File: src/rtl/fetch_pkg.sv
// ------------------------------
// fetch side types for the predictor
// pc is a byte address, fetch is word aligned
// reset vector is fixed here, not a port
// ------------------------------

package fetch_pkg;

    // 32-bit byte address
    typedef logic [31:0] pc_t;

    // first fetch after reset
    localparam pc_t RESET_PC = 32'h0000_1000;

    // kind of control transfer as recorded in the btb
    typedef enum logic [1:0] {
        br_none = 2'b00,    // not a branch
        br_cond = 2'b01,    // conditional and steered by the bht
        br_jump = 2'b10     // unconditional and always taken
    } br_kind_t;

endpackage

File: src/rtl/bp_state_pkg.sv
// ------------------------------
// prediction side types
// resolve_t carries the prediction made at fetch
// down the pipe, so execute can flag mispredicts
// ------------------------------

package bp_state_pkg;

    // 2-bit saturating counter with the taken guess in the msb
    typedef enum logic [1:0] {
        ctr_snt = 2'b00,    // strong not taken
        ctr_wnt = 2'b01,    // weak not taken and the cold value
        ctr_wt  = 2'b10,    // weak taken
        ctr_st  = 2'b11     // strong taken
    } ctr_t;

    // prediction for the current fetch pc (33 bits)
    typedef struct packed {
        logic             taken;
        fetch_pkg::pc_t   target;   // pc+4 when not taken
    } pred_t;

    // resolved instruction from execute (101 bits)
    typedef struct packed {
        logic                  valid;       // one cycle strobe
        fetch_pkg::pc_t        pc;          // pc of the branch itself
        fetch_pkg::br_kind_t   kind;
        logic                  taken;       // actual outcome
        fetch_pkg::pc_t        target;      // actual target
        logic                  pred_taken;  // what fetch guessed
        fetch_pkg::pc_t        pred_target;
    } resolve_t;

endpackage

File: src/rtl/btb.sv
// ------------------------------
// direct mapped branch target buffer
// BTB_ENTRIES must be a power of two
// not-taken conditionals never allocate
// ------------------------------
`timescale 1ns/1ps

module btb #(
    parameter int BTB_ENTRIES = 64
) (
    input  logic                    clk,
    input  logic                    rst,
    input  fetch_pkg::pc_t          fetch_pc,
    input  bp_state_pkg::resolve_t  resolve,
    output logic                    hit,
    output fetch_pkg::pc_t          target,
    output fetch_pkg::br_kind_t     kind
);

    localparam int IDX_W = $clog2(BTB_ENTRIES);
    localparam int TAG_W = 32 - IDX_W - 2;  // everything above the index

    // entry storage, no reset on payload
    logic [TAG_W-1:0]       tag_mem    [BTB_ENTRIES];
    fetch_pkg::pc_t         target_mem [BTB_ENTRIES];
    fetch_pkg::br_kind_t    kind_mem   [BTB_ENTRIES];
    logic [BTB_ENTRIES-1:0] valid_q;

    logic [IDX_W-1:0]   rd_idx;
    logic [TAG_W-1:0]   rd_tag;
    logic [IDX_W-1:0]   wr_idx;
    logic [TAG_W-1:0]   wr_tag;
    logic               wr_en;

    // split the fetch pc into index and tag
    assign rd_idx = fetch_pc[IDX_W+1:2];
    assign rd_tag = fetch_pc[31:IDX_W+2];

    assign wr_idx = resolve.pc[IDX_W+1:2];
    assign wr_tag = resolve.pc[31:IDX_W+2];

    // lookup
    assign hit    = valid_q[rd_idx] && (tag_mem[rd_idx] == rd_tag);
    assign target = target_mem[rd_idx];
    assign kind   = kind_mem[rd_idx];

    // allocate on jumps and taken conditionals
    // a not-taken branch keeps its entry so the bht can steer it
    always_comb begin
        wr_en = 1'b0;
        if (resolve.valid) begin
            case (resolve.kind)
                fetch_pkg::br_jump: wr_en = 1'b1;
                fetch_pkg::br_cond: wr_en = resolve.taken;
                default:            wr_en = 1'b0;
            endcase
        end
    end

    always_ff @(posedge clk or posedge rst) begin
        if (rst) begin
            valid_q <= '0;
        end else if (wr_en) begin
            valid_q[wr_idx] <= 1'b1;
        end
    end

    // overwrite on conflict, last writer wins
    always_ff @(posedge clk) begin
        if (wr_en) begin
            tag_mem[wr_idx]    <= wr_tag;
            target_mem[wr_idx] <= resolve.target;
            kind_mem[wr_idx]   <= resolve.kind;
        end
    end

endmodule

File: config.mk
export PLATFORM = sky130hd
export DESIGN_NAME = btb
export DESIGN_NICKNAME = d
export VERILOG_FILES = /design/src/rtl/fetch_pkg.sv /design/src/rtl/bp_state_pkg.sv /design/src/rtl/btb.sv
export SDC_FILE = /design/constraint.sdc
export NUM_CORES = 2
export LEC_CHECK = 0
export BUFFER_PORTS_ARGS = -buffer_cell sky130_fd_sc_hd__buf_2
export CAP_MARGIN = 40
export CORE_ASPECT_RATIO = 0.8
export CORE_MARGIN = 5
export CORE_UTILIZATION = 45
export CTS_BUF_LIST = sky130_fd_sc_hd__clkbuf_16
export DETAILED_ROUTE_END_ITERATION = 8
export SKIP_LAST_GASP = 1
export SLEW_MARGIN = 20
export SYNTH_ARGS = -nofsm -noshare
export SYNTH_HDL_FRONTEND = slang
export SYNTH_SLANG_ARGS = --single-unit
File: constraint.sdc
create_clock -name clk -period 4.6 [get_ports clk]
set_input_delay 0.46 -clock clk [delete_from_list [all_inputs] [get_ports clk]]
set_output_delay 0.46 -clock clk [all_outputs]
set_load 0.1 [all_outputs]
Word level (Yosys, flattened, before mapping):

Memories as Yosys holds them, arrays and structs flattened.
Cells that the tools add are included.

* register bits: 64
* memory bits (writable): 3712
* input port bits: 135
* output and inout port bits: 35
* word-level logic and storage cells: 21
* memories: 3

* magnitude comparators: 3
* equal/unequal tests: 3
* muxes and demuxes: 8
* bitwise logic cells: 1
* reduce and logical (&&, ||, !) cells: 2

Memories
* target_mem: depth 64, bits a word 32, read ports 1, clocked after Yosys merged registers in 0, write ports 1, line btb.sv:25 `fetch_pkg::pc_t target_mem [BTB_ENTRIES];`
* tag_mem: depth 64, bits a word 24, read ports 1, clocked after Yosys merged registers in 0, write ports 1, line btb.sv:24 `logic [TAG_W-1:0] tag_mem [BTB_ENTRIES];`
* kind_mem: depth 64, bits a word 2, read ports 1, clocked after Yosys merged registers in 0, write ports 1, line btb.sv:26 `fetch_pkg::br_kind_t kind_mem [BTB_ENTRIES];`

Operator list (number)
* $or 64x64->64: 1
* $eq 24x24->1: 1
* $lt 6x7->1 const B: 2
* $bmux 1 s6: 1
* $demux 1 s6: 1
* $ge 6x1->1 const B: 1
* $mux 1: 5
* $eq 2x1->1 const B: 1
* $eq 2x2->1 const B: 1
* $logic_and 1x1->1: 2
* $pmux 1 s2: 1

Longest topological paths before layout:

* word-level depth: 5
* depth in mapped cells: 14
* gate-level depth less buffers: 8

Least setup slack after synthesis:

Ideal clock, no wire load.

* kind: input-to-output
* from: input port fetch_pc[2]
* to: output port hit
* arrival time: 4.826 ns
* required time: 4.140 ns
* slack: -0.686 ns
* stages: 13
* buffers on the path: 6
* path through: buf_4 buf_6 buf_6 buf_2 clkbuf_1 buf_2 mux4_2 nand3_1 o2111ai_1 o211ai_1 xor2_1 nand4_1 nor4_2

* longest elaborated chain between the ends: 3
* elaborated cells on any way between the ends: 5
* those cells by class: 1 x eq/ne; 2 x mux; 1 x reduce/logical; 1 x memory

RTL lines
* start: declaration: line btb.sv:13 `input fetch_pkg::pc_t fetch_pc,`
* $mem_v2 64x24 or $bmux 1 s6 (tied branches)
* $eq 24x24->1 or $mux 1 (tied branches): line btb.sv:43 `assign hit = valid_q[rd_idx] && (tag_mem[rd_idx] == rd_tag);`
* $logic_and 1x1->1 *: line btb.sv:43
* end: declaration: line btb.sv:15 `output logic hit,`

Every way passes the cells marked *; elsewhere a longest branch is shown, timed or not. The select of a mux whose other input is x is not followed.

Worst setup path in the final report:

* from: memory tag_mem[61][19] (netlist bit)
* to: output port hit

* longest elaborated chain between the ends: 3

RTL lines (line)
* start: declaration: btb.sv:24
* $mem_v2 64x24
* $eq 24x24->1: btb.sv:43
* $logic_and 1x1->1: btb.sv:43

No other way between the ends.

==> impl_metrics.ini <==
[flow_run]
cap_violations = 0

[power_and_ir_drop]
intPower_mw = 56.5
total_leakage_power_nw = 53.8
irDropWorstVdd_mv = 0.327
power_density_nw_per_um2 = 423
clkPwrFrac_pct = 41.8
seqPwrFrac_pct = 52.9
sw_frac_of_total_pct = 21.1
switchingPower_mw = 15.2
power_frac_comb_pct = 5.3

[setup_path]
worst-path-buf-inv = 1
crit_required_ns = 4.14
crit_family = multiplexers
crit_path_end_kind = output port
max_stage_delay_ns = 0.54
critPathKind = reg2out
cpMostUsedCell = mux4_2
crit_slowest_cell = or4_4
cp.arrival_ns = 4.44
cp_max_fo = 1
critPathLaunchType = register
worstPathCellList = mux4_2 -> mux4_2 -> mux2_4 -> a221oi_4 -> xor2_2 -> o2111ai_4 -> or4_4 -> nor4_4 -> buf_12

[global_routing]
grt_pass1_wl_um = 574000
grtUsageMet2_pct = 38.1
busiest_layer = met2
groute.usage.overall_pct = 24.9
grt_antenna_before_repair = 32
globalRoute.totalOverflow = 0
grt_max_degree = 104
grt_pass1_vias = 69167
use_met3_pct = 5.05
use_met1_pct = 37.0

[detailed_routing]
num_vias = 70824
ant_nets = 0
first_pass_iters = 5
vias_per_cell = 6.35
wl_per_cell_um = 37.3
drt_iter0_drc = 9924
drc = 0
totalWireLength_um = 416000

[logic_synthesis]
synth_most_common_cell = edfxtp_1
synth_nets = 6000
yosys_warnings = 0
syn_inst = 5863
synthAdderAreaFrac_pct = 0.0174
synth_area_leaders = edfxtp_1 (77%), mux4_2 (17%), dfrtp_1 (1.1%)
synth-simple-area-share_pct = 1.25
ys_ff_latch = 3776
synth.cell_area_um2 = 144000
synth_top_family_by_area = multiplexers
synth_edf_count = 3712
ys_seq_area_share_pct = 78.6
yosys.area.top_type = edfxtp_1
async_flop_share_pct = 1.69
ys.flop_type = edfxtp_1
syn_area_per_cell_um2 = 24.5
synth_compound_area_share_pct = 1.06
synth_common_cells = edfxtp_1 (3712), mux4_2 (1115), clkbuf_1 (129), buf_2 (116), nor2_1 (92)
synth_cell_types = 65
synth_xor_area_share_pct = 0.122
synth_top_area_share_pct = 77.4
synthMuxAreaShare_pct = 17.9

[clock_network]
clk_latency_ns = 0.90
root_buffer = clkbuf_16
clk_pin_slew_ns = 0.06
cts_sinks = 3776
numCtsBuffers = 378
cts_tree = done
h-tree-depth = 5
cts.path.max_buffers = 4

[sta]
skew_ns = 0
finalCriticalPeriod_ns = 4.90
slew-limit-headroom_pct = 37.2
final-hold-violation-count = 0
tightest_slew_ns = 0.942
period_share_pct = 107
timing.fmax_mhz = 204
setup_slack_ns = -0.303
rsz0062_at_grt = true
slew_viol_final = 0
finalSetupViolations = 1

[finish]
stdcell_count = 11155
nets = 6772
seq_area_um2 = 113000
synthToLayoutAreaGrowth_pct = 17.7
finish.utilization_pct = 53.2
layout-drive-gt1-share_pct = 35.4
fill_cells = 23937
multi_input_area_um2 = 30000

[die]
ios = 170
die_area_um2 = 331000
start_util_pct = 45.3
rows = 185
coreArea_um2 = 318000
die_w_um = 642
die_y_um = 516

[min_path]
min_path_type = in2reg

[place]
gp_congestion = 0.796
port_buffers = 132
hpwlAfterDp_um = 236000
dp_cells = 10390

[outcome]
violations = setup timing
outcome = finished with violations
registers in the layout, summed over array words and instances, names as in the netlist:
signal,count
kind_mem,128
tag_mem,1536
target_mem,2048
valid_q,64
cell type report:
cell class	count	share of cell area [%]
sequential	3776	66.8
multi-input combinational	1775	17.7
clock buffer	385	5.69
timing repair buffer	695	5.35
tap	4207	3.11
clock inverter	300	1.36
inverter	9	0.0273
antenna	8	0.0118
metal layers:
| metal | up-vias | wire (um) |
|---|---|---|
| li1 | 27060 | - |
| met3 | 665 | 41100 |
| met5 | - | 62 |
| met4 | 10 | 11700 |
| met1 | 39048 | 170000 |
| met2 | 4041 | 193000 |
final timing paths:
check	from	endpoint	slack [ns]	depth (start not counted)
max	tag_mem[61][19]	hit	-0.30	9
min	resolve[87]	tag_mem[35][11]	0.02	1
max reg2reg	valid_q[36]	valid_q[36]	3.80	1
min reg2reg	valid_q[43]	valid_q[43]	0.46	1
max in group asynchronous	rst	valid_q[50]	3.95	5
min in group asynchronous	rst	valid_q[45]	0.12	4
through the flow:
stage	hold WS (ns)	cell area [um2]	setup slack, ns	total power, mW	TNS, ns
after floorplan	0.434	144000	-0.0814	40.8	-0.0814
after global placement	0.445	156000	-0.331	42.2	-0.362
after detailed placement	0.448	156000	-0.285	42.4	-0.319
after CTS	0.00900	168000	-0.465	72.1	-0.465
after global routing	0.00210	169000	-0.430	73.8	-0.430
final	0.0223	169000	-0.303	71.7	-0.303
power groups by stage:
stage	logic [mW]	clock network, mW	registers (mW)
2_1_floorplan	2.21	0	38.6
3_3_place_gp	3.61	0	38.6
3_5_place_dp	3.75	0	38.6
4_1_cts	3.78	30.4	37.9
5_1_grt	4.05	31.9	37.9
6_report	3.83	30.0	37.9
what timing repair did:
item | in CTS | in global routing
setup buffers | 0 | 0
hold endpoints to repair | 331 | 261
pin swaps | 4 | 4
resized for setup | 7 | 8
gates cloned | 0 | 1
endpoints found under the setup margin | 2 | 9
hold buffers | 22 | 22
cell families after synthesis:
kind of cell / after synthesis
AO/OA/AOI/OAI: 213
XOR/XNOR: 20
adder cells (fa/ha/maj): 2
buffers and inverters: 312
flip-flops: 3776
multiplexers: 1184
AND/OR/NAND/NOR: 356
placed cells by master, fill, tap and decap left out, types with 44 or more instances in the layout:
master / instances
a22oi_1: 57
buf_12: 288
buf_2: 122
buf_4: 212
clkbuf_16: 386
clkinv_1: 81
clkinv_2: 76
dfrtp_1: 64
dlygate4sd3_1: 44
edfxtp_1: 3712
inv_1: 89
mux2i_1: 57
mux4_2: 1115
nand2_1: 73
nor2_4: 65
or2_2: 69
No activity file was read; power rests on OpenSTA's default activity.
