## config.mk

```make
export PLATFORM = sky130hd
export DESIGN_NAME = next_pc_sel
export DESIGN_NICKNAME = d
export VERILOG_FILES = /design/src/rtl/fetch_pkg.sv /design/src/rtl/bp_state_pkg.sv /design/src/rtl/next_pc_sel.sv
export SDC_FILE = /design/constraint.sdc
export NUM_CORES = 1
export LEC_CHECK = 0
export ABC_CLOCK_PERIOD_IN_PS = 3100
export BUFFER_PORTS_ARGS = -buffer_cell sky130_fd_sc_hd__buf_4
export CORE_MARGIN = 2
export CORE_UTILIZATION = 25
export DETAILED_ROUTE_END_ITERATION = 8
export GPL_TIMING_DRIVEN = 0
export PLACE_DENSITY_LB_ADDON = 0.2
export SETUP_SLACK_MARGIN = 0.15
export SLEW_MARGIN = 20
export SYNTH_ARGS = -nofsm -noshare
export SYNTH_HDL_FRONTEND = slang
export SYNTH_SLANG_ARGS = --single-unit
```

## constraint.sdc

```tcl
create_clock -name clk -period 3.1 [get_ports clk]
set_clock_uncertainty 0.15 [all_clocks]
set_input_delay 0.465 -clock clk [delete_from_list [all_inputs] [get_ports clk]]
set_output_delay 0.465 -clock clk [all_outputs]
set_load 0.01 [all_outputs]
```

## src/rtl/fetch_pkg.sv

```systemverilog
// ------------------------------
// fetch side types for the predictor
// pc is a byte address, fetch is word aligned
// reset vector is fixed here, not a port
// ------------------------------

package fetch_pkg;

    // 32-bit byte address
    typedef logic [31:0] pc_t;

    // first fetch after reset
    localparam pc_t RESET_PC = 32'h0000_1000;

    // kind of control transfer as recorded in the btb
    typedef enum logic [1:0] {
        br_none = 2'b00,    // not a branch
        br_cond = 2'b01,    // conditional and steered by the bht
        br_jump = 2'b10     // unconditional and always taken
    } br_kind_t;

endpackage

```

## src/rtl/bp_state_pkg.sv

```systemverilog
// ------------------------------
// prediction side types
// resolve_t carries the prediction made at fetch
// down the pipe, so execute can flag mispredicts
// ------------------------------

package bp_state_pkg;

    // 2-bit saturating counter with the taken guess in the msb
    typedef enum logic [1:0] {
        ctr_snt = 2'b00,    // strong not taken
        ctr_wnt = 2'b01,    // weak not taken and the cold value
        ctr_wt  = 2'b10,    // weak taken
        ctr_st  = 2'b11     // strong taken
    } ctr_t;

    // prediction for the current fetch pc (33 bits)
    typedef struct packed {
        logic             taken;
        fetch_pkg::pc_t   target;   // pc+4 when not taken
    } pred_t;

    // resolved instruction from execute (101 bits)
    typedef struct packed {
        logic                  valid;       // one cycle strobe
        fetch_pkg::pc_t        pc;          // pc of the branch itself
        fetch_pkg::br_kind_t   kind;
        logic                  taken;       // actual outcome
        fetch_pkg::pc_t        target;      // actual target
        logic                  pred_taken;  // what fetch guessed
        fetch_pkg::pc_t        pred_target;
    } resolve_t;

endpackage

```

## src/rtl/next_pc_sel.sv

```systemverilog
// ------------------------------
// fetch pc register and next pc mux
// redirect beats stall, one cycle latency
// prediction is combinational on fetch_pc
// ------------------------------
`timescale 1ns/1ps

module next_pc_sel (
    input  logic                    clk,
    input  logic                    rst,
    input  logic                    stall,
    input  bp_state_pkg::resolve_t  resolve,
    input  logic                    btb_hit,
    input  fetch_pkg::pc_t          btb_target,
    input  fetch_pkg::br_kind_t     btb_kind,
    input  bp_state_pkg::ctr_t      ctr,
    output fetch_pkg::pc_t          fetch_pc,
    output bp_state_pkg::pred_t     pred
);

    logic           mispredict;
    fetch_pkg::pc_t correct_pc;
    fetch_pkg::pc_t seq_pc;
    fetch_pkg::pc_t pc_d;

    assign seq_pc = fetch_pc + 32'd4;

    // jump hits always taken, cond hits follow the counter msb
    always_comb begin
        pred.taken  = 1'b0;
        pred.target = seq_pc;
        if (btb_hit) begin
            if (btb_kind == fetch_pkg::br_jump) begin
                pred.taken  = 1'b1;
                pred.target = btb_target;
            end else if (btb_kind == fetch_pkg::br_cond && ctr[1]) begin
                pred.taken  = 1'b1;
                pred.target = btb_target;
            end
        end
    end

    // compare the outcome with the guess carried from fetch
    // target only matters on a taken branch
    assign mispredict = resolve.valid &&
                        ((resolve.taken != resolve.pred_taken) ||
                         (resolve.taken && (resolve.target != resolve.pred_target)));

    assign correct_pc = resolve.taken ? resolve.target : resolve.pc + 32'd4;

    // redirect first, then stall, predicted, sequential
    always_comb begin
        if (mispredict) begin
            pc_d = correct_pc;
        end else if (stall) begin
            pc_d = fetch_pc;
        end else if (pred.taken) begin
            pc_d = pred.target;
        end else begin
            pc_d = seq_pc;
        end
    end

    always_ff @(posedge clk or posedge rst) begin
        if (rst) begin
            fetch_pc <= fetch_pkg::RESET_PC;
        end else begin
            fetch_pc <= pc_d;
        end
    end

endmodule

```

# Word-level counts from Yosys, hierarchy flattened
# Index checks and enable logic that the tools add are counted.
# word_totals
register_bits,32
latch_bits,0
ram_bits,0
romBits,0
inputBits,141
out_inout_bits,65
word_cells,19
memories,0
# op_classes
n_addsub,2
multipliers,0
n_div,0
n_lt_le_gt_ge,0
eq_ne,5
shift,0
mux,7
n_bitwise,0
reduce_logical,4
# ops
operator,n
2-to-1 mux 32 bit,4
2-to-1 mux 33 bit,3
"adder 32 x 3 -> 32 bit, second input constant",2
!= test 32 bit,1
logical AND 1 bit,3
"== test 2 x 1 -> 1 bit, second input constant",1
"== test 2 bit, second input constant",1
"!= test 2 x 1 -> 1 bit, second input constant",1
logical OR 1 bit,1
!= test 1 bit,1

# Logic depth before layout (Yosys ltp)
# Gate-level depths: netlist of run 1.
# logic_depth
ltp_word,8
ltp_mapped,8
ltp_nobuf,7

# Worst setup path before layout of run 1
# OpenSTA, ideal clock, no wires.
# synth_timing
path_kind,reg2out
start,register fetch_pc[12]
end,output port pred[31] (netlist name)
arrival_time_ps,1959
required_ps,2485
slack_ps,526
path_stages_with_launch,6
path_buffers,0
path_cell_list,dfstp_2 nand4_4 or4_4 nor4_2 xnor2_1 a21oi_1
# synth_rtl
item,line,rtl
start: declaration,next_pc_sel.sv:17,"output fetch_pkg::pc_t fetch_pc,"
start signal: assignment,next_pc_sel.sv:66,fetch_pc <= fetch_pkg::RESET_PC;
start signal: assignment,next_pc_sel.sv:68,fetch_pc <= pc_d;
end: declaration,next_pc_sel.sv:18,output bp_state_pkg::pred_t pred

==> results of run 1 <==
cells by family (layout without fill, tap and decap cells):
kind of cell,Yosys count,count (layout)
AND/OR/NAND/NOR,200,200
AO/OA/AOI/OAI,93,93
XOR/XNOR,88,88
multiplexers,69,69
buffers and inverters,38,257
flip-flops,32,32
adder cells (fa/ha/maj),2,2
critical path: stages (launching register included):
cell     delay (ns)
dfstp_2        0.60
nand4_4        0.17
or4_4          0.60
nor4_4         0.23
xnor2_1        0.16
a21oi_1        0.08
buf_4          0.15
routing by layer:
| layer | track usage, % | part of all wire, % | vias up |
|---|---|---|---|
| met4 | 2.60 | 0.45 | 0 |
| met3 | 5.40 | 6.6 | 8 |
| met1 | 26.8 | 44 | 2282 |
| met2 | 37.2 | 49 | 173 |
| met5 | 0 | 0 | - |
| li1 | - | - | 2349 |
layout by cell type, fill, tap and decap left out, types with 6 or more instances in the layout:
cell type  instances
a21oi_1           43
a31oi_1            6
and3_1            11
and4_1             6
buf_4            211
clkbuf_1          15
dfrtp_1           29
mux2i_1           66
nand2_1           43
nand3_1           21
nand4_1           26
nor2_1            41
nor3_1            11
nor4_1             8
o21ai_0           10
o22ai_1           13
xnor2_1           42
xor2_1            46
final cells by class:
class | count | area [µm²] | share of cell area, %
Multi-Input combinational cell | 452 | 3230 | 52.0
Timing Repair Buffer | 211 | 1580 | 25.5
Sequential cell | 32 | 805 | 13.0
Tap cell | 216 | 270 | 4.35
Buffer | 33 | 153 | 2.46
Clock buffer | 6 | 139 | 2.24
Inverter | 5 | 18.8 | 0.302
Clock inverter | 2 | 10.0 | 0.161
worst min path at each step:
stage	startpoint	end	slack, ns	depth (start not counted)
finish	rst	fetch_pc[29]	0.17	2
global route	rst	fetch_pc[29]	0.22	2
CTS	rst	fetch_pc[29]	0.20	2
detailed placement	fetch_pc[0]	fetch_pc[0]	0.48	2
global placement	fetch_pc[1]	fetch_pc[1]	0.46	2
floorplan	rst	fetch_pc[0]	0.43	1
what timing repair did:
item / 4_1_cts / 5_1_grt
gates resized for setup: 15 / 27
pin swaps: 4 / 5
setup buffers: 4 / 7
hold buffers: 0 / 0
endpoints found under the setup margin: 30 / 23
report_power, final:
part	leakage (nW)	switching, W	internal (W)
combinational	2.29	0.000630	0.000609
sequential	0.371	0.000155	0.000503
clock	0.0766	0.000187	0.000317
total	2.74	0.000973	0.00143
through the flow:
stage | instance area (µm²) | setup TNS [ns]
2_1_floorplan | 4070 | 0
3_3_place_gp | 5840 | -10.30
3_5_place_dp | 5840 | -10.49
4_1_cts | 6080 | 0
5_1_grt | 6210 | 0
6_report | 6210 | 0
==> results.py, run 1 <==
metrics = {
    "floorplanning": {
        "die_w_um": 132,
        "fp.coreArea_mm2": 0.0159,
        "die_area_mm2": 0.0173,
        "rows": 46,
        "start_util_pct": 25.6,
        "die-height_um": 132,
        "num_io_pins": 206,
    },
    "clocking": {
        "cts.clk_slew.worst_paths_ns": 0.06,
        "cts-buffers-inserted": 5,
        "clk_latency_ns": 0.28,
        "cts.root.buffer_cell": "clkbuf_16",
        "cts.sinks": 32,
        "clock_path_buffers": 2,
        "cts_tree": "done",
        "h-tree-depth": 2,
    },
    "synthesis": {
        "synth.distinct_cells": 46,
        "ys_seq_area_share_pct": 19.7,
        "synth_nets": 665,
        "synthAdderAreaFrac_pct": 0.614,
        "yosys_most_used_dff": "dfrtp_1",
        "synth_top_area_share_pct": 19.0,
        "ys_top_cells_by_area": "dfrtp_1, mux2i_1, xor2_1",
        "async_flop_share_pct": 100,
        "synth_simple_gate_area_share_pct": 26.5,
        "synth_commonest_cells": "mux2i_1, xor2_1, a21oi_1",
        "synth_top_family_by_area": "simple AND/OR/NAND/NOR gates",
        "yosysMostFrequentCell": "mux2i_1",
        "synthMuxAreaShare_pct": 17.1,
        "yosysWarnings": 0,
        "synth-edff-count": 0,
        "netlist_area_mm2": 0.00407,
        "syn_avg_cell_area_um2": 7.80,
        "synth_seq_cells": 32,
        "yosysTopAreaCell": "dfrtp_1",
        "synth_compound_area_share_pct": 13.5,
        "synth_xor_area_share_pct": 18.9,
        "syn-instance-count": 522,
    },
    "flow_run": {
        "maxCapViolations": 0,
    },
    "final_layout": {
        "reg_top3": "fetch_pc (32)",
        "antenna_cells": 0,
        "instances_no_fill": 957,
        "drive_gt1_share_pct": 35.1,
        "largest-register": "fetch_pc",
        "area_growth_syn_to_layout_pct": 52.4,
        "largest_reg_flops": 32,
        "final_nets": 883,
        "final_util_pct": 39.1,
        "fillers": 1729,
    },
    "timing": {
        "whs_ns": 0.171,
        "hold_viol": 0,
        "fin_crit_sh_pct": 93.4,
        "clock.fmax_mhz": 346,
        "post-route-min-period_ns": 2.89,
        "finalSetupViolations": 0,
        "worst_pin_slew_ns": 0.919,
        "rsz0062_at_grt": "yes",
        "fin_ws_ns": 0.206,
        "max_slew_margin_pct": 38.7,
        "drv_slew": 0,
    },
    "global_routing": {
        "antenna_found_initial": 0,
        "grt_pass1_wl_um": 28700,
        "grt_pass1_vias": 4978,
        "grt_usage_pct": 21.2,
        "grt-ovfl-total": 0,
        "grt_max_degree": 33,
    },
    "route": {
        "vias_per_cell": 5.03,
        "dr.pass1.iters": 4,
        "drtIter0Drc": 285,
        "finalWirelength_um": 18900,
        "drc": 0,
        "vias": 4812,
        "ant_nets": 0,
        "wire_per_inst_um": 19.8,
    },
    "critical_path": {
        "ff2ff_path_depth": 9,
        "critical_path_required_ns": 2.48,
        "criticalPathCategory": "flop to output port",
        "cp-end-kind": "output port",
        "worstPathArrival_ns": 2.28,
        "cp_max_fo": 6,
        "r2r-start": "fetch_pc[3]",
        "r2r_slack_ns": 0.56,
        "crit_end": "pred[29]",
        "startpoint_type": "flop",
        "reg2reg_to": "fetch_pc[28]",
        "crit_start": "fetch_pc[12]",
    },
    "placement": {
        "numPortBuffers": 200,
        "dpl.hpwl_um": 15800,
        "dp_cells": 938,
        "dp_slack_ns": -0.567,
        "place.gp.congestion": 0.901,
    },
    "power": {
        "p_leak_nw": 2.74,
        "peakVddDrop_v": 0.000162,
        "finalPower_w": 0.00240,
        "cellPowerDensity_mw_per_mm2": 387,
    },
    "min_path": {
        "hold_class": "primary input to async pin",
    },
    "outcome": {
        "outcome": "complete, no violations",
    },
}
Power figures use the tool's default switching activity.
==> run 2, diff against run 1 <==
Settings changed: CORE_MARGIN 2 to 1.
==> run 2 against run 1 <==
Compared with the run above: critical path depth up 1; cell count up 0.10%; combinational power about the same; highest routed layer unchanged; count of clock-buffer cells in the layout up 2; die area down 3.0%; worst hold slack about the same; cell area unchanged; global-route usage up 1.1 points; critical path type unchanged.
==> results.py, run 2 (synthesis gave the netlist of run 1 again) <==
metrics = {
    "placement": {
        "dp_slack_ns": -0.565,
        "numPortBuffers": 200,
        "dpl.hpwl_um": 15500,
        "place.gp.congestion": 0.911,
        "dp_cells": 938,
    },
    "global_routing": {
        "grt_pass1_vias": 4808,
        "grt-ovfl-total": 0,
        "grt_max_degree": 33,
        "antenna_found_initial": 0,
        "grt_usage_pct": 22.2,
        "grt_pass1_wl_um": 27700,
    },
    "timing": {
        "rsz0062_at_grt": "yes",
        "max_slew_margin_pct": 35.0,
        "worst_pin_slew_ns": 0.975,
        "fin_ws_ns": 0.222,
        "hold_viol": 0,
        "whs_ns": 0.171,
        "fin_crit_sh_pct": 92.8,
        "post-route-min-period_ns": 2.88,
        "finalSetupViolations": 0,
        "clock.fmax_mhz": 348,
        "drv_slew": 0,
    },
    "final_layout": {
        "drive_gt1_share_pct": 34.6,
        "largest_reg_flops": 32,
        "reg_top3": "fetch_pc (32)",
        "fillers": 1730,
        "antenna_cells": 0,
        "final_util_pct": 39.1,
        "final_nets": 884,
        "area_growth_syn_to_layout_pct": 52.4,
        "multi_input_area_mm2": 0.00321,
        "layout_commonest_cell": "buf_4",
        "seq_area_um2": 806,
        "largest-register": "fetch_pc",
        "mostFrequentLayoutCells": "buf_4, mux2i_1, xor2_1",
        "instances_no_fill": 958,
    },
    "route": {
        "dr.pass1.iters": 4,
        "met2_length_um": 9140,
        "wl_met1_um": 8210,
        "vias": 4879,
        "drc": 0,
        "wire_per_inst_um": 19.8,
        "vias_per_cell": 5.09,
        "highest_layer": "met4",
        "ant_nets": 0,
        "drtIter0Drc": 279,
        "wl_met3_um": 1210,
        "finalWirelength_um": 18900,
    },
    "clocking": {
        "clock_path_buffers": 2,
        "clk_latency_ns": 0.28,
        "cts-buffers-inserted": 5,
        "cts.sinks": 32,
        "cts.clk_slew.worst_paths_ns": 0.05,
        "cts.root.buffer_cell": "clkbuf_16",
        "ctsHoldBuffers": 0,
        "h-tree-depth": 2,
        "cts_tree": "done",
    },
    "floorplanning": {
        "die_area_mm2": 0.0168,
        "rows": 46,
        "fp.coreArea_mm2": 0.0159,
        "start_util_pct": 25.6,
        "num_io_pins": 206,
        "die-height_um": 130,
        "die_w_um": 130,
    },
    "critical_path": {
        "worstPathArrival_ns": 2.26,
        "critical_path_required_ns": 2.48,
        "startpoint_type": "flop",
        "cp_max_fo": 8,
        "cp-end-kind": "output port",
        "criticalPathCategory": "flop to output port",
    },
    "power": {
        "cellPowerDensity_mw_per_mm2": 390,
        "switching_share_pct": 39.9,
        "finalPower_w": 0.00242,
        "combPwrFrac_pct": 51.4,
        "p_leak_nw": 2.74,
        "intPower_w": 0.00145,
        "peakVddDrop_v": 0.000190,
        "p_seq_share_pct": 26.6,
        "switching_power_w": 0.000966,
        "clkPwrFrac_pct": 22.0,
    },
    "flow_run": {
        "maxCapViolations": 0,
    },
    "outcome": {
        "outcome": "complete, no violations",
    },
    "min_path": {
        "hold_class": "primary input to async pin",
    },
}
run 2: cell count changes in the layout (fill, tap and decap cells not counted), sizes merged:
cell | previous run | this run
clkinv | 2 | 0
clkbuf | 30 | 29
buf | 220 | 224
run 2: power by group through the flow:
| stage | Sequential [W] | Clock, W | Combinational, W |
|---|---|---|---|
| 2_1_floorplan | 0.000649 | 0 | 0.000540 |
| 3_3_place_gp | 0.000652 | 0 | 0.00117 |
| 3_5_place_dp | 0.000652 | 0 | 0.00118 |
| 4_1_cts | 0.000636 | 0.000541 | 0.00123 |
| 5_1_grt | 0.000658 | 0.000558 | 0.00135 |
| 6_report | 0.000644 | 0.000532 | 0.00124 |
run 2: worst max-delay path, cell delays in order, from the launching register on:
cell     delay (ns)
dfrtp_1        0.35
buf_2          0.20
nand4_1        0.11
or4_4          0.59
nor4_4         0.33
xnor2_1        0.16
a21oi_1        0.08
buf_4          0.15
run 2: what timing repair did:
item | CTS | global route
pin swaps | 4 | 5
setup buffers | 6 | 6
gates resized for setup | 20 | 16
endpoints found under the setup margin | 31 | 24
gates cloned | 0 | 0
run 2: routing by layer:
metal  vias up  track usage, %
li1       2348               -
met3        26            3.43
met1      2285            28.6
met4         0            6.36
met2       220            38.3
met5         -               0
run 2: through the flow:
stage / instance area (µm²) / TNS (ns)
2_1_floorplan: 4070 / 0
3_3_place_gp: 5840 / -10.32
3_5_place_dp: 5840 / -10.13
4_1_cts: 6120 / 0
5_1_grt: 6210 / 0
6_report: 6210 / 0
run 2: path summary, 6_finish.rpt:
path	cells past startpoint	start	slack [ns]	to
setup / recovery	7	fetch_pc[15]	0.22	pred[29]
min in group clk	3	resolve[68]	0.34	fetch_pc[0]
setup reg to reg	8	fetch_pc[17]	0.65	fetch_pc[25]
max in group asynchronous	2	rst	2.10	fetch_pc[7]
hold / removal	2	rst	0.17	fetch_pc[0]
hold reg to reg	2	fetch_pc[1]	0.49	fetch_pc[1]
run 2: cell type report:
class,count,area share (%)
multi-input cells,452,51.8
repair buffers,212,25.6
flip-flops and latches,32,13.0
well taps,216,4.35
clock buffers,8,2.52
plain buffers,33,2.42
inverters,5,0.302
